==> src/hw/dc_pkg.sv <==
// Chroma DC diffusion definitions
`default_nettype none

package dc_pkg;

    // --------------------------------------------------
    // Sizes
    // --------------------------------------------------
    localparam int QFIX            = 17;
    localparam int MAX_MB_COLS     = 64;
    localparam int IN_CREDITS      = 1;
    localparam int OUT_CREDITS_MAX = 4;

    typedef logic signed [15:0] coeff_t;
    typedef logic signed [7:0]  derr_t;
    typedef logic [5:0]         mb_col_t;
    typedef logic [$clog2(OUT_CREDITS_MAX + 1) - 1:0] credit_cnt_t;

    // --------------------------------------------------
    // Grouped signals
    // --------------------------------------------------
    typedef struct packed {
        logic [15:0] q;
        logic [15:0] iq;
        logic [31:0] bias;
        logic [31:0] zthresh;
    } quant_cfg_t;

    // Blocks in 2x2 order 0 1 / 2 3
    typedef struct packed {
        mb_col_t      mb_col;
        logic         first_row;
        coeff_t [3:0] u_dc;
        coeff_t [3:0] v_dc;
    } mb_in_t;

    typedef struct packed {
        coeff_t [3:0] u_level;
        coeff_t [3:0] v_level;
    } mb_out_t;

    typedef struct packed {
        derr_t u;
        derr_t v;
    } chan_err_t;

    typedef enum logic [2:0] {
        IDLE,
        LOAD,
        BLK0,
        BLK1,
        BLK2,
        BLK3,
        EMIT
    } ctrl_state_t;

endpackage

`default_nettype wire

==> src/hw/dc_credit_port.sv <==
// Output slot with credit counter
`timescale 1ns/1ps
`default_nettype none

module dc_credit_port import dc_pkg::*; (
    input  logic    clk,
    input  logic    rst_n,
    input  logic    result_push,
    input  mb_out_t result,
    output logic    slot_free,
    input  logic    out_credit,
    output logic    out_valid,
    output mb_out_t out_mb
);

    credit_cnt_t credits;
    logic        full;

    assign slot_free = !full;
    // Leaves as soon as a credit is held
    assign out_valid = full && (credits != '0);

    always_ff @(posedge clk) begin
        if (result_push) begin
            out_mb <= result;
        end
    end

    always_ff @(posedge clk or negedge rst_n) begin
        if (!rst_n) begin
            credits <= '0;
            full    <= 1'b0;
        end else begin
            credits <= credits + credit_cnt_t'(out_credit) - credit_cnt_t'(out_valid);
            if (result_push) begin
                full <= 1'b1;
            end else if (out_valid) begin
                full <= 1'b0;
            end
        end
    end

    a_credit_max: assert property (@(posedge clk) disable iff (!rst_n)
        32'(credits) <= OUT_CREDITS_MAX)
        else $error("downstream granted too many credits: %0d", credits);

    a_no_overrun: assert property (@(posedge clk) disable iff (!rst_n)
        result_push |-> !full)
        else $error("result pushed into a full output slot");

endmodule

`default_nettype wire

==> config.mk <==
export PLATFORM = sky130hd
export DESIGN_NAME = dc_credit_port
export DESIGN_NICKNAME = d
export VERILOG_FILES = /design/src/hw/dc_pkg.sv /design/src/hw/dc_credit_port.sv
export SDC_FILE = /design/constraint.sdc
export NUM_CORES = 1
export LEC_CHECK = 0
export ABC_AREA = 1
export BUFFER_PORTS_ARGS = -buffer_cell sky130_fd_sc_hd__buf_2
export CAP_MARGIN = 0
export CELL_PAD_IN_SITES_DETAIL_PLACEMENT = 0
export CELL_PAD_IN_SITES_GLOBAL_PLACEMENT = 2
export CORE_ASPECT_RATIO = 1.25
export CORE_UTILIZATION = 29
export CTS_CLUSTER_SIZE = 16
export DETAILED_ROUTE_END_ITERATION = 10
export HOLD_SLACK_MARGIN = 0.06
export PLACE_DENSITY = 0.85
export SLEW_MARGIN = 40
export SYNTH_ARGS = -nofsm -noshare
export SYNTH_HDL_FRONTEND = slang
export SYNTH_SLANG_ARGS = --single-unit
==> constraint.sdc <==
create_clock -name clk -period 4.65 [get_ports clk]
set_input_delay 0.93 -clock clk [delete_from_list [all_inputs] [get_ports clk]]
set_output_delay 0.93 -clock clk [all_outputs]
set_load 0.03 [all_outputs]
== Word-level counts from Yosys, hierarchy flattened ==
Cells that the tools add are included.

* $add $sub $neg: 2
* Mux-type cells: 2
* Reduce and logical (&&, ||, !) cells: 4

{| class="wikitable"
|+ Operators by type and width
! operator !! number
|-
| $add A3 B1 Y3 || 1
|-
| $reduce_bool A3 Y1 || 1
|-
| $sub A3 B1 Y3 || 1
|-
| $mux W1 || 2
|-
| $reduce_bool A2 Y1 || 1
|-
| $logic_and A1 B1 Y1 || 1
|-
| $logic_not A1 Y1 || 1
|}

* Register bits after elaboration: 132
* Bits of input ports: 132
* Output and inout bits: 130
* Logic and storage cells: 18

== Longest topological paths before layout ==
* Word-level depth: 4
* Mapped depth: 10
* Gate-level depth less buffers: 10

== Least setup slack after synthesis ==
Ideal clock, no wire load.

* Path type: reg-to-reg
* Start point: reg full
* End point: reg credits[2]
* Setup time: 117 ps
* Arrival time: 2,085 ps
* Required time: 4,533 ps
* Path slack: 2,448 ps
* Cell stages (with the launch flop): 10
* Buffers on the path: 0
* Period minus slack after synthesis: 2,202 ps
* Cell sequence: dfrtp_1 inv_1 a21oi_1 ha_1 inv_1 ha_1 inv_1 fa_1 nand3_1 nand2_1

* Longest elaborated chain between the ends: 2

{| class="wikitable"
|+ RTL lines
! what !! RTL line !! text
|-
| start: declaration || dc_credit_port.sv:17 || <nowiki>logic full;</nowiki>
|-
| start signal: assignment || dc_credit_port.sv:32 || <nowiki>full <= 1'b0;</nowiki>
|-
| start signal: assignment || dc_credit_port.sv:36 || <nowiki>full <= 1'b1;</nowiki>
|-
| start signal: assignment || dc_credit_port.sv:38 || <nowiki>full <= 1'b0;</nowiki>
|-
| $logic_and A1 B1 Y1 || dc_credit_port.sv:21 || <nowiki>assign out_valid = full && (credits != '0);</nowiki>
|-
| named net out_valid || dc_credit_port.sv:12 || <nowiki>output logic out_valid,</nowiki>
|-
| $sub A3 B1 Y3 || dc_credit_port.sv:34 || <nowiki>credits <= credits + credit_cnt_t'(out_credit) - credit_cnt_t'(out_valid);</nowiki>
|-
| end signal: assignment || dc_credit_port.sv:34 ||
|-
| end: declaration || dc_credit_port.sv:16 || <nowiki>credit_cnt_t credits;</nowiki>
|}

The timed path passes the listed nets, and every way through them passes these cells.
A chain may end at the register's enable or synchronous reset.

== Worst setup path after layout ==
* Start point: reg credits[1]
* End point: out out_valid

* Longest elaborated chain between the ends: 2

{| class="wikitable"
|+ RTL lines
! what !! RTL line
|-
| $reduce_bool A3 Y1 || dc_credit_port.sv:21
|-
| $logic_and A1 B1 Y1 || dc_credit_port.sv:21
|-
| end: declaration || dc_credit_port.sv:12
|}

Every way passes these cells.

==> flow_metrics.py <==
metrics = {
    "floorplan": {
        "die_x_um": 107.9,
        "core-area_um2": 13750,
        "die_h_um": 134.4,
        "boundaryPins": 262,
        "start_util": 0.2955,
        "rows": 48,
        "die_area_um2": 14490,
    },
    "cts": {
        "cts.sinks": 132,
        "cts_tree": "done",
        "cts.clk_slew.worst_paths_ns": 0.06,
        "clk_latency_ns": 0.40,
        "htree_levels": 4,
        "cts_buffers": 17,
        "cts_resized": 0,
        "cts_setup_buffers": 0,
        "postCtsHoldBufs": 0,
        "root_buffer": "clkbuf_16",
        "clk_path_buf_depth": 2,
    },
    "critical_path": {
        "end_kind": "primary output",
        "cp_top_family": "flip-flops",
        "startpoint": "credits[1]$_DFF_PN0_",
        "critPathArrivalTime_ns": 1.33,
        "reg2reg_depth": 9,
        "required_ns": 3.72,
        "endpoint": "out_valid",
        "reg2reg_slack_ns": 2.77,
        "r2r_start": "credits[1]$_DFF_PN0_",
        "slowest_delay_ns": 0.42,
        "r2r_end": "credits[2]$_DFF_PN0_",
        "worstSetupStartpointType": "flip-flop",
        "path_max_fanout": 4,
        "worstSetupPathType": "reg -> out",
        "critPathBufInv": 1,
        "cp_num_cells": 3,
        "cp_slowest_cell": "dfrtp_1",
        "path_cells": "nor2_1 -> a21oi_1 -> buf_2",
    },
    "route": {
        "routed_via_density": 4.046,
        "drcViolationCount": 0,
        "wl_um": 10120,
        "first_pass_iters": 6,
        "num_vias": 2525,
        "antenna_left": 0,
        "drt_iter0_markers": 67,
        "drt-wirelength-per-cell_um": 16.21,
    },
    "pwr": {
        "p_per_area_nw_per_um2": 542.4,
        "power_mw": 3.413,
        "irDropWorstVdd_uv": 212.9,
        "p_leak_nw": 2.761,
    },
    "timing": {
        "skew_ns": 0.002602,
        "finalHoldViolations": 0,
        "relSlewSlack": 0.5256,
        "final-max-slew-violation-count": 0,
        "setup_viol": 0,
        "period_share": 0.4856,
        "min_period_ns": 2.258,
        "worst_pin_slew_ns": 0.7116,
        "timing.hold.ws_ns": 0.3269,
        "fin_setup_tns_ns": 0,
        "rsz0062_at_grt": "no",
        "max_freq_mhz": 442.8,
    },
    "layout": {
        "mostFrequentLayoutCells": "buf_2 (260), edfxtp_1 (128), clkbuf_16 (17)",
        "fin_util": 0.4576,
        "area_growth_pct": 54.86,
        "fin_nets": 570,
        "drive_gt1_frac": 0.6540,
        "final_common_cell": "buf_2",
    },
    "synth": {
        "yosysWarnings": 0,
        "netlist_area_um2": 4064,
        "synth_simple_gate_area_share": 0.008929,
        "synthCells": 154,
        "synth_mux_area_frac": 0,
        "yosys.area_share.xor_xnor": 0,
        "synth_adder_area_share": 0.01108,
        "synth_top_family_by_area": "adder cells",
        "syn-num-nets": 289,
        "synth_compound_area_frac": 0.001232,
        "synth.avg_cell_area_um2": 26.39,
        "synth-seq-cells": 132,
        "ys_types": 9,
        "synth.yosys.seq_area_share": 0.9704,
    },
    "grt": {
        "grt_pass1_vias": 2540,
        "grt_max_degree": 79,
        "grtUsageTotal": 0.1379,
        "gr-total-overflow": 0,
        "grt_pass1_wl_um": 14260,
        "antenna_found_initial": 2,
    },
    "placed_design": {
        "portBuffers": 261,
        "hpwlAfterDp_um": 7807,
        "routabilityCongestion": 0.7311,
    },
    "hold_path": {
        "hold_path_class": "in -> async",
    },
    "flow_run": {
        "drv_cap": 0,
    },
    "run_status": {
        "status": "completed",
    },
}
==> where the power goes <==
group          switching, mW  internal, mW
clock network          0.497          1.01
registers             0.0329          1.42
logic                  0.312         0.133
==> cell usage after synthesis <==
library cell  count  area share
a21oi_1           1      0.0012
dfrtp_1           4       0.025
edfxtp_1        128        0.95
fa_1              1      0.0049
ha_1              2      0.0062
inv_1             9      0.0083
nand2_1           6      0.0055
nand3_1           2      0.0025
nor2_1            1     0.00092
==> area by class of cell <==
class	count	area, µm²
fill	1271	7460
clock buffer	18	429.2
inverter	9	33.78
antenna	1	2.502
timing repair buffer	262	1333
tap	175	219.0
sequential	132	3944
multi-input combinational	13	86.33
clock inverter	14	246.5
==> kinds of logic after synthesis <==
| group | Yosys count |
|---|---|
| fa+ha+maj | 3 |
| compound gates | 1 |
| simple gates | 9 |
| buf+inv | 9 |
| flops | 132 |
==> how the worst min path moves through the flow <==
stage	slack, ns	cells past startpoint	from	to
final	0.33	1	rst_n	credits[0]$_DFF_PN0_
after detailed placement	0.50	2	full$_DFFE_PN0P_	full$_DFFE_PN0P_
after CTS	0.31	1	rst_n	credits[0]$_DFF_PN0_
after floorplan	0.47	2	full$_DFFE_PN0P_	full$_DFFE_PN0P_
after global placement	0.51	2	full$_DFFE_PN0P_	full$_DFFE_PN0P_
after global routing	0.31	1	rst_n	full$_DFFE_PN0P_
==> flip-flops by register name (all words and copies together) (netlist names) <==
name     cells
full         1
credits      3
out_mb     128
==> per-stage QoR <==
stage	cell area, µm²	setup WS [ns]	instances
final	6294	2.392	624
after CTS	6291	2.366	623
after floorplan	4064	2.448	154
after global placement	5612	2.275	591
after global routing	6291	2.306	623
after detailed placement	5615	2.426	591
==> layer usage <==
metal	track usage	routed length [µm]	vias up
li1	-	-	1169
met1	0.1471	3615	1213
met2	0.2354	5424	129
met3	0.05782	913	12
met4	0.06240	148	2
met5	0	13	-
No activity file was read; power rests on OpenSTA's default activity.
