`src/hw/dc_pkg.sv`:
```
// Chroma DC diffusion definitions
`default_nettype none

package dc_pkg;

    // --------------------------------------------------
    // Sizes
    // --------------------------------------------------
    localparam int QFIX            = 17;
    localparam int MAX_MB_COLS     = 64;
    localparam int IN_CREDITS      = 1;
    localparam int OUT_CREDITS_MAX = 4;

    typedef logic signed [15:0] coeff_t;
    typedef logic signed [7:0]  derr_t;
    typedef logic [5:0]         mb_col_t;
    typedef logic [$clog2(OUT_CREDITS_MAX + 1) - 1:0] credit_cnt_t;

    // --------------------------------------------------
    // Grouped signals
    // --------------------------------------------------
    typedef struct packed {
        logic [15:0] q;
        logic [15:0] iq;
        logic [31:0] bias;
        logic [31:0] zthresh;
    } quant_cfg_t;

    // Blocks in 2x2 order 0 1 / 2 3
    typedef struct packed {
        mb_col_t      mb_col;
        logic         first_row;
        coeff_t [3:0] u_dc;
        coeff_t [3:0] v_dc;
    } mb_in_t;

    typedef struct packed {
        coeff_t [3:0] u_level;
        coeff_t [3:0] v_level;
    } mb_out_t;

    typedef struct packed {
        derr_t u;
        derr_t v;
    } chan_err_t;

    typedef enum logic [2:0] {
        IDLE,
        LOAD,
        BLK0,
        BLK1,
        BLK2,
        BLK3,
        EMIT
    } ctrl_state_t;

endpackage

`default_nettype wire

```
`src/hw/dc_quant_unit.sv`:
```
// Single DC quantizer with diffusion
`timescale 1ns/1ps
`default_nettype none

module dc_quant_unit import dc_pkg::*; (
    input  logic       clk,
    input  logic       rst_n,
    input  logic       enable,
    input  coeff_t     coeff,
    input  derr_t      top_err,
    input  derr_t      left_err,
    input  quant_cfg_t cfg,
    output coeff_t     level,
    output derr_t      err
);

    logic signed [11:0] mix;
    logic signed [17:0] corr;
    logic               neg;
    logic        [17:0] mag;
    logic               above;
    logic        [47:0] scaled;
    logic        [15:0] lvl_mag;
    logic        [33:0] qv;
    logic signed [33:0] rem;
    logic signed [33:0] err_s;
    logic signed [33:0] half;
    coeff_t             level_n;
    derr_t              err_n;

    // Seven eighths of top plus all of left
    assign mix  = (top_err * 12'sd7) + (left_err * 12'sd8);
    assign corr = coeff + (mix >>> 3);

    assign neg = corr[17];
    assign mag = neg ? unsigned'(-corr) : unsigned'(corr);

    assign above   = mag > cfg.zthresh;
    assign scaled  = mag * cfg.iq + cfg.bias;
    assign lvl_mag = above ? scaled[QFIX +: 16] : '0;

    // Below threshold the whole magnitude is left over
    assign qv    = lvl_mag * cfg.q;
    assign rem   = $signed({16'd0, mag}) - $signed(qv);
    assign err_s = neg ? -rem : rem;
    assign half  = err_s >>> 1;

    assign level_n = neg ? coeff_t'(-lvl_mag) : coeff_t'(lvl_mag);

    always_comb begin
        if (half > 34'sd127) begin
            err_n = 8'sd127;
        end else if (half < -34'sd128) begin
            err_n = -8'sd128;
        end else begin
            err_n = half[7:0];
        end
    end

    always_ff @(posedge clk) begin
        if (enable) begin
            level <= level_n;
            err   <= err_n;
        end
    end

    a_level_range: assert property (@(posedge clk) disable iff (!rst_n)
        enable |=> (level > -16'sd2048) && (level < 16'sd2048))
        else $error("quantized DC level out of range: %0d", level);

endmodule

`default_nettype wire

```
`config.mk`:
```
export PLATFORM = sky130hd
export DESIGN_NAME = dc_quant_unit
export DESIGN_NICKNAME = d
export VERILOG_FILES = /design/src/hw/dc_pkg.sv /design/src/hw/dc_quant_unit.sv
export SDC_FILE = /design/constraint.sdc
export NUM_CORES = 2
export LEC_CHECK = 0
export ABC_AREA = 1
export BUFFER_PORTS_ARGS = -buffer_cell sky130_fd_sc_hd__buf_2
export CAP_MARGIN = 30
export CORE_ASPECT_RATIO = 1.4
export CORE_MARGIN = 2
export CORE_UTILIZATION = 41
export CTS_BUF_LIST = sky130_fd_sc_hd__clkbuf_8
export DETAILED_ROUTE_END_ITERATION = 8
export GPL_TIMING_DRIVEN = 0
export PLACE_DENSITY_LB_ADDON = 0.1
export SYNTH_ARGS = -nofsm -noshare
export SYNTH_HDL_FRONTEND = slang
export SYNTH_SLANG_ARGS = --single-unit
```
`constraint.sdc`:
```
create_clock -name clk -period 25.9 [get_ports clk]
set_clock_uncertainty 0.05 [all_clocks]
set_input_delay 7.77 -clock clk [delete_from_list [all_inputs] [get_ports clk]]
set_output_delay 7.77 -clock clk [all_outputs]
set_load 0.01 [all_outputs]
```
**After elaboration in Yosys (flattened, before gate mapping)**

Index checks and enable logic that the tools add are counted.
W data, S select, Z words.

- Muxes and demuxes: 5
- Multiply operators: 3
- Magnitude comparators: 3
- $add $sub $neg: 7

Operator list:

| operator | count |
|---|---|
| $mux W34 | 1 |
| $neg A33 Y34 | 1 |
| $add A33 B32 Y33 | 1 |
| $gt A33 B8 Y1 const B | 1 |
| $lt A33 B8 Y1 const B | 1 |
| $mul A18 B16 Y33 | 1 |
| $sub A18 B32 Y33 | 1 |
| $gt A18 B32 Y1 | 1 |
| $mul A16 B16 Y32 | 1 |
| $mux W16 | 2 |
| $mux W18 | 1 |
| $neg A17 Y18 | 1 |
| $add A16 B9 Y17 | 1 |
| $neg A16 Y16 | 1 |
| $add A12 B11 Y12 | 1 |
| $mul A8 B4 Y12 const B | 1 |
| $mux W8 | 1 |

- Flip-flop bits (word level): 24
- Bits of input ports: 131
- Logic and storage cells: 20

**Depth between registers and ports, before layout**

- Depth after elaboration: 14
- Gate-level depth with buffers: 97
- Depth with buffers taken out: 93

**Worst setup path before layout**

No wires, ideal clock.

- Path type: input to register
- Start point: in top_err[1]
- End point: reg err[0] (data pin)
- Setup slack: 1,312 ps
- Arrival: 24,283 ps
- Stages on the path: 87
- Library setup time: 255 ps
- Cells stage by stage: ha_1 fa_1 inv_1 fa_1 inv_1 ha_1 inv_1 fa_1 o21ai_0 a21oi_1 o21ai_0 a21o_1 a21oi_1 xnor2_1 ha_1 nand2_1 inv_1 nand2_1 (+51 left out) nand3_1 nor2_1 nand3_1 o21ai_0 xnor2_1 inv_1 nor2_1 nand4_1 nor2_1 nand3_1 nand2_1 nand2_1 nand2_1 inv_1 nor3_1 nand3_1 nand2_2 nand2_1

- Cells in the longest elaborated chain, start to end: 14

RTL lines:

| item | RTL line | text |
|---|---|---|
| start, declared | dc_quant_unit.sv:10 | `input derr_t top_err,` |
| $mul A8 B4 Y12 (*) | dc_quant_unit.sv:32 | `assign mix = (top_err * 12'sd7) + (left_err * 12'sd8);` |
| $add A12 B11 Y12 (*) | dc_quant_unit.sv:32 |  |
| $add A16 B9 Y17 (*) | dc_quant_unit.sv:33 | `assign corr = coeff + (mix >>> 3);` |
| $neg A17 Y18 | dc_quant_unit.sv:36 | `assign mag = neg ? unsigned'(-corr) : unsigned'(corr);` |
| $mux W18 | dc_quant_unit.sv:36 |  |
| $mul A18 B16 Y33 | dc_quant_unit.sv:39 | `assign scaled = mag * cfg.iq + cfg.bias;` |
| $add A33 B32 Y33 | dc_quant_unit.sv:39 |  |
| $mux W16 | dc_quant_unit.sv:40 | `assign lvl_mag = above ? scaled[QFIX +: 16] : '0;` |
| $mul A16 B16 Y32 | dc_quant_unit.sv:43 | `assign qv = lvl_mag * cfg.q;` |
| $sub A18 B32 Y33 | dc_quant_unit.sv:44 | `assign rem = $signed({16'd0, mag}) - $signed(qv);` |
| $neg A33 Y34 | dc_quant_unit.sv:45 | `assign err_s = neg ? -rem : rem;` |
| $mux W34 (*) | dc_quant_unit.sv:45 |  |
| $lt A33 B8 Y1 | dc_quant_unit.sv:53 | `end else if (half < -34'sd128) begin` |
| $mux W8 | dc_quant_unit.sv:53 |  |
| end signal, assigned | dc_quant_unit.sv:63 | `err <= err_n;` |
| end, declared | dc_quant_unit.sv:14 | `output derr_t err` |

Every way passes the cells marked *; elsewhere a longest branch is shown, timed or not.
A chain may end at the register's enable or synchronous reset.

**Final worst setup path**

- Start point: in top_err[1]
- End point: reg err[5] (data pin)

The elaborated chain is that of the path after synthesis.

==> run metrics <==
first-pass GRT wire length 122,900 um; synth top area cells fa_1 (40%), ha_1 (13%), inv_1 (13%), nand2_1 (11%), nor2_1 (6.1%); most frequent cells in the layout inv_1 (850), nand2_1 (676), fa_1 (478), nor2_1 (371), ha_1 (246); FF+latch count, synth 24; Final ANT Viol Nets 0; clk root buf clkbuf_8; global route total overflow 0; RD Place Congestion 0.9079; Die Ht 291.5 um; Worst Setup SP top_err[1]; Synth top area share approximately two fifths; setup slack after layout just under 1 ns; # clock sinks 24; CP startpoint kind input port; DR vias/cell roughly 5; FFs w/ async S/R, synth 0%; slowest stage delay, CP 0.57 ns; cts bufs inserted 3; Post-CTS Hold Fix Bufs 0; sequential element share of the synthesized area 2.977%; Area after DPL about 26,000 um^2; post-layout instance area 27,090 um^2; Synth cell types 46; Final nets ~4,400; Worst-path clk slew 0.14 ns; Die Area between 60,000 and 70,000 um^2; Die X-Extent 209.4 um; DRC 0; # setup viols final 0; Min Hold Slack 7.942 ns; initial antenna violation count 4; CTS tree yes; # fillers 6,077; Min-Delay Path Class in -> reg; Worst path most repeated cell inv_1; core area 58,460 um^2; Sum Neg Setup Slack 0 ns; initial core utilization 41.41%; Req. time, crit path roughly 26 ns; crit end category register; Syn Std Cell Area 24,210 um^2; most common cell after layout, fill and taps aside inv_1; WP data arrival 24.96 ns; CP max stage cell fa_1; Area growth syn-to-layout 11.92%; crit-path max FO 10; Hold Fails Final Rpt 0; num ports around 160; YS warnings 0; port bufs approximately 150; vias in the first global route 22,530; DP HPWL about 66,000 um; crit path kind in -> reg; Mapped Avg Cell Area between 7 and 8 um^2; hold_sp enable; main flop type after synthesis edfxtp_1; cell taking the most area after synthesis fa_1; via count approximately 21,000; First DRT Iteration DRCs 1,083; share of layout cells above drive strength 1 10.96%; pre-CTS WS -3.472 ns; Total GRT Usage 26.05%; minimum clock period 24.92 ns; Tightest Pin Transition 0.8692 ns; WL/cell between 15 and 20 um; post-route clock period utilization between 90% and 100%; Post-synth EDFFs 24; max-slew violations 0; Row Count between 100 and 150; drt pass-1 iters 7; H-Tree Depth 1; CTS Buffer Depth 2; max cap viols 0; outcome finished clean; Post-Route WL 76,860 um; Max Clock Freq about 0.040 GHz; Cells after Synth 3,280; largest net degree at the start of global routing 25; relative slew slack 42.05%
## cell usage after synthesis (3+ instances only)
cell type and count:
nor4_1 9, ha_1 260, nor3_1 14, buf_1 3, xnor2_1 26, clkinv_1 14
nand2_4 6, fa_1 483, nand2_1 694, a21oi_1 102, or2_2 10, a21o_1 7
nand2_2 11, edfxtp_1 24, inv_1 860, nand3b_1 12, nor2_1 392, a31oi_1 11
nand3_1 123, o21ai_0 54, xor2_1 37, nand3_2 7, nand4_1 17, o21a_1 6
clkbuf_1 67
## per-stage QoR
stage          cells  utilization, %
4_1_cts         4209           45.23
3_5_place_dp    4195           44.45
6_report        4234           46.35
3_3_place_gp    4191           44.37
5_1_grt         4233           46.34
2_1_floorplan   3295               -
## state kept, by name, indices dropped and copies added (netlist names)
register	count
level	16
err	8
## worst max-delay path: cells and delay by family
kind            cells  cell delay [ns]
simple gates       26             3.14
xor+xnor            2             0.46
buf+inv            24             2.53
compound gates     16             2.10
fa+ha+maj          20             8.87
## path summary, 6_finish.rpt
kind                   end  slack [ns]  cells past startpoint
max   err[5]$_SDFFCE_PN1P_        0.98                     88
min   err[6]$_SDFFCE_PN1P_        7.94                      1
## cells by family (layout without fill, tap and decap cells)
group                      count (synthesis)  after routing  share of synthesized area (%)
DFF                                       24             24                          2.977
xor gates and xnor gates                  66             66                          2.481
other                                      2             18                        0.03102
AOI/OAI and AO/OA                        194            194                          4.372
adders and majority gates                743            743                          53.38
and+or+nand+nor                         1302           1302                          22.02
buffers and inverters                    949           1138                          14.74
## layer usage
| metal | up-vias | global-route usage (%) | wire, um |
|---|---|---|---|
| met1 | 10480 | 32.90 | 30760 |
| met4 | 6 | 6.934 | 2649 |
| li1 | 10040 | - | - |
| met3 | 118 | 2.276 | 4266 |
| met5 | - | 0 | 37 |
| met2 | 605 | 47.52 | 39150 |
## area by class of cell
cell class,count,area [um^2],share of cell area [%]
Tap cell,749,937.1,3.459
Sequential cell,24,720.7,2.660
Multi-Input combinational cell,2322,20490,75.63
Timing Repair Buffer,188,1100,4.059
Clock buffer,3,41.29,0.1524
Clock inverter,1,30.03,0.1108
Buffer,70,425.4,1.570
Inverter,876,3346,12.35
Antenna cell,1,2.502,0.009236
## timing repair
action                                  in CTS  in global routing
resized for setup                          102                144
endpoints found under the setup margin       8                  8
gates cloned                                 0                  0
buffers inserted                            12                 25
pin swaps                                    4                 21
Power is left out: the tool's default activity adds up to more than one toggle a clock period on the data nets, which glitch-free logic cannot reach.
