--- src/hw/dc_pkg.sv ---
// Chroma DC diffusion definitions
`default_nettype none

package dc_pkg;

    // --------------------------------------------------
    // Sizes
    // --------------------------------------------------
    localparam int QFIX            = 17;
    localparam int MAX_MB_COLS     = 64;
    localparam int IN_CREDITS      = 1;
    localparam int OUT_CREDITS_MAX = 4;

    typedef logic signed [15:0] coeff_t;
    typedef logic signed [7:0]  derr_t;
    typedef logic [5:0]         mb_col_t;
    typedef logic [$clog2(OUT_CREDITS_MAX + 1) - 1:0] credit_cnt_t;

    // --------------------------------------------------
    // Grouped signals
    // --------------------------------------------------
    typedef struct packed {
        logic [15:0] q;
        logic [15:0] iq;
        logic [31:0] bias;
        logic [31:0] zthresh;
    } quant_cfg_t;

    // Blocks in 2x2 order 0 1 / 2 3
    typedef struct packed {
        mb_col_t      mb_col;
        logic         first_row;
        coeff_t [3:0] u_dc;
        coeff_t [3:0] v_dc;
    } mb_in_t;

    typedef struct packed {
        coeff_t [3:0] u_level;
        coeff_t [3:0] v_level;
    } mb_out_t;

    typedef struct packed {
        derr_t u;
        derr_t v;
    } chan_err_t;

    typedef enum logic [2:0] {
        IDLE,
        LOAD,
        BLK0,
        BLK1,
        BLK2,
        BLK3,
        EMIT
    } ctrl_state_t;

endpackage

`default_nettype wire

--- src/hw/dc_err_store.sv ---
// Top row and left error storage
`timescale 1ns/1ps
`default_nettype none

module dc_err_store import dc_pkg::*; (
    input  logic      clk,
    input  logic      rst_n,
    input  logic      rd_en,
    input  mb_col_t   rd_col,
    output chan_err_t top_errs [2],
    output chan_err_t left_errs [2],
    input  logic      wr_en,
    input  mb_col_t   wr_col,
    input  chan_err_t new_top [2],
    input  chan_err_t new_left [2],
    input  logic      first_row
);

    chan_err_t [1:0]        top_mem [MAX_MB_COLS];
    logic [MAX_MB_COLS-1:0] col_written;
    chan_err_t              left_q [2];
    chan_err_t [1:0]        rd_word;

    // --------------------------------------------------
    // Write side
    // --------------------------------------------------
    always_ff @(posedge clk) begin
        if (wr_en) begin
            top_mem[wr_col] <= {new_top[1], new_top[0]};
        end
    end

    // Unwritten columns read back as zero
    always_ff @(posedge clk or negedge rst_n) begin
        if (!rst_n) begin
            col_written <= '0;
            left_q      <= '{default: '0};
        end else if (wr_en) begin
            col_written[wr_col] <= 1'b1;
            left_q              <= new_left;
        end
    end

    // --------------------------------------------------
    // Read side
    // --------------------------------------------------
    assign rd_word = top_mem[rd_col];

    always_ff @(posedge clk) begin
        if (rd_en) begin
            for (int i = 0; i < 2; i++) begin
                top_errs[i]  <= (first_row || !col_written[rd_col]) ? '0 : rd_word[i];
                left_errs[i] <= (rd_col == '0) ? '0 : left_q[i];
            end
        end
    end

    a_col_range: assert property (@(posedge clk) disable iff (!rst_n)
        rd_en |-> !$isunknown(rd_col))
        else $error("error store read column invalid: %0d", rd_col);

endmodule

`default_nettype wire

--- config.mk ---
export PLATFORM = sky130hd
export DESIGN_NAME = dc_err_store
export DESIGN_NICKNAME = d
export VERILOG_FILES = /design/src/hw/dc_pkg.sv /design/src/hw/dc_err_store.sv
export SDC_FILE = /design/constraint.sdc
export NUM_CORES = 2
export LEC_CHECK = 0
export BUFFER_PORTS_ARGS = -buffer_cell sky130_fd_sc_hd__buf_2
export CAP_MARGIN = 20
export CELL_PAD_IN_SITES_DETAIL_PLACEMENT = 0
export CELL_PAD_IN_SITES_GLOBAL_PLACEMENT = 1
export CORE_UTILIZATION = 50
export CTS_CLUSTER_SIZE = 25
export DETAILED_ROUTE_END_ITERATION = 12
export PLACE_DENSITY = 0.81
export SLEW_MARGIN = 25
export SYNTH_ARGS = -nofsm -noshare
export SYNTH_HDL_FRONTEND = slang
export SYNTH_SLANG_ARGS = --single-unit
--- constraint.sdc ---
create_clock -name clk -period 2.18 [get_ports clk]
set_clock_uncertainty 0.1 [all_clocks]
set_input_delay 0.109 -clock clk [delete_from_list [all_inputs] [get_ports clk]]
set_output_delay 0.109 -clock clk [all_outputs]
set_load 0.005 [all_outputs]
# Word level (Yosys, flattened, before mapping)
# Memory sizes are Yosys's and may differ from the RTL's. A register that Yosys moved wholly into a read port is not among the register bits.
# Index checks and enable logic that the tools add are counted.
dict set report op_classes {
  n_lt_le_gt_ge 3
  n_mux 6
  bitwise_logic 1
  reduce_logical 4
}
# operator count
set ops {}
lappend ops {{OR 64 bit} 1}
lappend ops {{less-than comparator 6 x 7 -> 1 bit (second input constant)} 2}
lappend ops {{binary-select mux 1 bit (select 6 bit)} 1}
lappend ops {{demux 1 bit (select 6 bit)} 1}
lappend ops {{greater-or-equal comparator 6 x 1 -> 1 bit (second input constant)} 1}
lappend ops {{zero test 6 bit} 1}
lappend ops {{two-way mux 1 bit} 4}
lappend ops {{logical AND 1 bit} 1}
lappend ops {{zero test 1 bit} 1}
lappend ops {{logical OR 1 bit} 1}
dict set report word_totals {
  ff_bits 128
  ramBits 2048
  inputBits 81
  out_inout_bits 64
  word_cells 24
  mem_count 1
}
# name depth width rd rd_ports_with_merged_regs wr line
set mem_list {}
lappend mem_list {top_mem 64 32 1 1 1 dc_err_store.sv:19} ;# chan_err_t [1:0] top_mem [MAX_MB_COLS];

# Longest topological paths before layout
dict set report depth {
  word_depth 5
  mapped_depth 12
  mapped_depth_nobuf 5
}

# Least setup slack after synthesis
# No wires, ideal clock.
dict set report synth_timing {
  path_kind {input to register}
  start {in wr_en}
  end {mem top_mem[48][0] in the netlist's numbering, enable pin}
  setup_time_ns 0.462
  t_arrival_ns 3.068
  required_time_ns 1.618
  path_slack_ns -1.451
  stages 4
  n_path_buf 1
  path_cell_list {clkbuf_1 -> nand4b_1 -> or2_2 -> nor3_1}
}
dict set report synth_between {
  elab_chain_len 2
}
# element line
set synth_rtl {}
lappend synth_rtl {{start: declaration} dc_err_store.sv:12} ;# input logic wr_en,
lappend synth_rtl {{two-way mux 1 bit} dc_err_store.sv:28} ;# if (wr_en) begin
lappend synth_rtl {{two-way mux 1 bit (implied by the code)} dc_err_store.sv:29} ;# top_mem[wr_col] <= {new_top[1], new_top[0]};
lappend synth_rtl {{end: declaration} dc_err_store.sv:19}
# Every way passes these cells.

# Final worst setup path
dict set report layout_timing {
  start {reg col_written[60]}
  end {reg top_errs[21] in the netlist's numbering, data pin}
}
dict set report layout_between {
  elab_chain_len 4
}
# element line
set layout_rtl {}
lappend layout_rtl {{start: declaration} dc_err_store.sv:20} ;# logic [MAX_MB_COLS-1:0] col_written;
lappend layout_rtl {{start signal: assignment} dc_err_store.sv:36} ;# col_written <= '0;
lappend layout_rtl {{start signal: indexed assignment} dc_err_store.sv:39} ;# col_written[wr_col] <= 1'b1;
lappend layout_rtl {{binary-select mux 1 bit (select 6 bit)} dc_err_store.sv:52} ;# top_errs[i] <= (first_row || !col_written[rd_col]) ? '0 : rd_word[i];
lappend layout_rtl {{two-way mux 1 bit (implied by the code)} dc_err_store.sv:52}
lappend layout_rtl {{zero test 1 bit} dc_err_store.sv:52}
lappend layout_rtl {{logical OR 1 bit} dc_err_store.sv:52}
lappend layout_rtl {{end signal: indexed assignment} dc_err_store.sv:52}
lappend layout_rtl {{end: declaration} dc_err_store.sv:10} ;# output chan_err_t top_errs [2],
# Every way passes these cells. The select of a mux whose other input is x is not followed.
# A chain may end at the register's enable or synchronous reset.

==> summary.txt <==
CP top delay family - compound AO/OA/AOI/OAI gates
number of vias per cell - 6.44
CTS tree - built
Synth area leaders - edfxtp_1 (75%), mux4_2 (9.5%), mux2i_1 (3.6%), dfrtp_1 (2.8%), mux4_1 (1.2%)
Final min period - 2.48 ns
first-pass GRT wire length - 326000 um
Seq. cell area - 65800 um2
top-count cell post-synth - edfxtp_1
synth warn - 0
Worst Setup Slack, final - -0.298 ns
setup_tns - -8.12 ns
worst ir drop on vdd - 0.799 mV
Final period util - 114%
H-tree lvl count - 4
hpwl dp - 135000 um
Synth area leader - edfxtp_1
slew of the pin with the lowest slew margin - 0.943 ns
clk slew on worst S/H paths - 0.07 ns
Post-synth EDFFs - 2112
Root Buffer - clkbuf_16
Critical Path RT - 2.66 ns
Fin. Hold Viols - 0
Port Buf Inserts - 144
max-slew violations - 0
Clk Latency, worst-skew pair - 0.85 ns
Synth Flop Type - edfxtp_1
CP cell instances - mux4_2 -> a22oi_2 -> a311oi_2 -> a22oi_2 -> buf_6 -> buf_6 -> buf_12 -> a2111oi_2
Synth async-reset ratio - 4.35%
maximum buffer depth of the clock tree - 3
Max Cap Viol - 0
Avg WL per Cell - 32.9 um
Seq/Total Area, Yosys - 77.7%
endpoints failing setup - 32
GRT overflow - 0
RSZ-0062 raised after global routing - yes
PD cells - 875 nW/um2
Ports - 145
Hold Path Class - in2reg
total track usage - 27.1%
CTS Sinks - 2208
initial antenna violation count - 1
slew margin rel. - 37.2%
#FFs+latches synth - 2208
gpl congestion - 0.830
Crit-path slowest cell - mux4_2
DRC - 0
worst endpoint data arrival time - 2.96 ns
Buf/Inv on CP - 3
Final Util - 60.0%
Leak Pwr - 33.8 nW
Critical Path End Type - flop
area fraction of the dominant cell type after synthesis - 74.8%
Synth cell types - 63
achievable frequency - 404 MHz
Post-Syn Nets - 3955
Critical Path Source Type - flop
final wirelength - 231000 um
Worst path max stage delay - 0.48 ns
status - finished, violations left
area of the multi-input gates - 17900 um2
Mapped Area - 84800 um2
layout cells sized above 1 - 31.9%
failing checks - negative setup slack
filler instances - 11391
post-route ant nets - 0
largest net degree at the start of global routing - 65
DIE WIDTH - 414 um
fin nets - 4734
Area Growth Syn to Fin - 18.7%
height of the die - 414 um
DR vias - 45264
die area - 171000 um2
Rows - 150
Post-Synthesis Cells - 3874
TritonCTS buffer count - 200
crit-path max FO - 7
vias in the first global route - 44978
initial core utilization - 50.5%
Core ar. - 168000 um2
DRT iter0 DRCs - 6196
crit path kind - reg2reg
syn_area_per_cell - 21.9 um2
top post-synthesis cells by count - edfxtp_1 (2112), mux4_2 (356), mux2i_1 (301)
drt pass-1 iters - 6
-- power breakdown --
part           leakage [nW]  internal (W)  total [W]  switching, W
clock network          3.20        0.0197     0.0350        0.0153
logic                  10.4       0.00250    0.00567       0.00316
registers              20.2        0.0471     0.0474      0.000281
total                  33.8        0.0693     0.0880        0.0187
-- worst min-delay path: stages --
cell and delay, ns:
buf_2 0.30, nor2b_1 0.18, buf_4 0.18, a2111oi_2 0.08
-- final cells by class --
type / count / area share [%]
diodes: 1 / 0.00249
clock buffers: 251 / 5.41
clock inverters: 120 / 1.06
inverters: 5 / 0.0186
multi-input cells: 1441 / 17.8
flip-flops and latches: 2208 / 65.4
well taps: 2204 / 2.74
repair buffers: 797 / 7.61
-- cells in the final DEF (no fill, tap or decap), types with 33 or more instances in the layout --
master         Yosys  layout
clkbuf_1          74      33
a22oi_1           53      52
buf_2             44     138
or2_2             66      66
a22o_1            37      37
nand2_1           37      37
mux2_2            68      68
buf_12             7     131
mux2i_1          301     301
and2_1            34      33
dfrtp_1           96      96
o221ai_1          64      64
nor2_4             0      62
o22ai_1           68      68
mux4_2           356     360
buf_4             27     381
a21oi_1           71      70
clkinv_2           0      40
edfxtp_1        2112    2112
mux4_1            40      36
clkbuf_16          0     206
clkinv_1           1      48
dlygate4sd3_1      0     141
-- layer usage --
layer | track usage (%) | routed length (um)
met1 | 37.0 | 85300
met2 | 43.8 | 112000
met3 | 5.32 | 25400
met4 | 9.53 | 8340
met5 | 0 | 0
-- repair_timing --
item                                    4_1_cts  5_1_grt
resized for setup                            17        1
hold buffers                                144        0
endpoints found under the setup margin       32      116
hold endpoints to repair                   2503        0
pin swaps                                     3        1
buffers inserted                              4        2
-- sequential cells by signal (all words and copies together), names as in the netlist --
register	flops
top_errs	32
left_errs	32
col_written	64
top_mem	2048
left_q	32
-- worst paths after layout --
path	from	slack (ns)	cells after the start	endpoint
hold reg to reg	col_written[13]	0.36	1	col_written[13]
setup reg to reg	col_written[60]	-0.30	8	top_errs[21]
min in group asynchronous	rst_n	0.38	4	left_q[5]
hold / removal	rd_col[4]	0.08	4	top_errs[13]
max in group asynchronous	rst_n	1.35	4	col_written[29]
setup / recovery	col_written[60]	-0.30	8	top_errs[21]
-- cell families after synthesis --
group	after synthesis	share of synthesized area [%]
AOI/OAI and AO/OA	391	3.55
buffers and inverters	225	1.88
DFF	2208	77.7
muxes	765	15.2
and+or+nand+nor	285	1.75
-- through the flow --
stage               instance area, um2  power [W]  hold slack (ns)  instances  worst slack, ns
CTS                             101000     0.0882           0.0155       7026           -0.214
floorplan                        84900     0.0509           -0.287       3874           -0.517
global route                    101000     0.0902           0.0617       7026           -0.323
finish                          101000     0.0880           0.0783       7027           -0.298
global placement                 92600     0.0534          0.00136       6509           -0.800
detailed placement               92600     0.0536          0.00938       6509           -0.787
(Power assumes the default switching activity.)
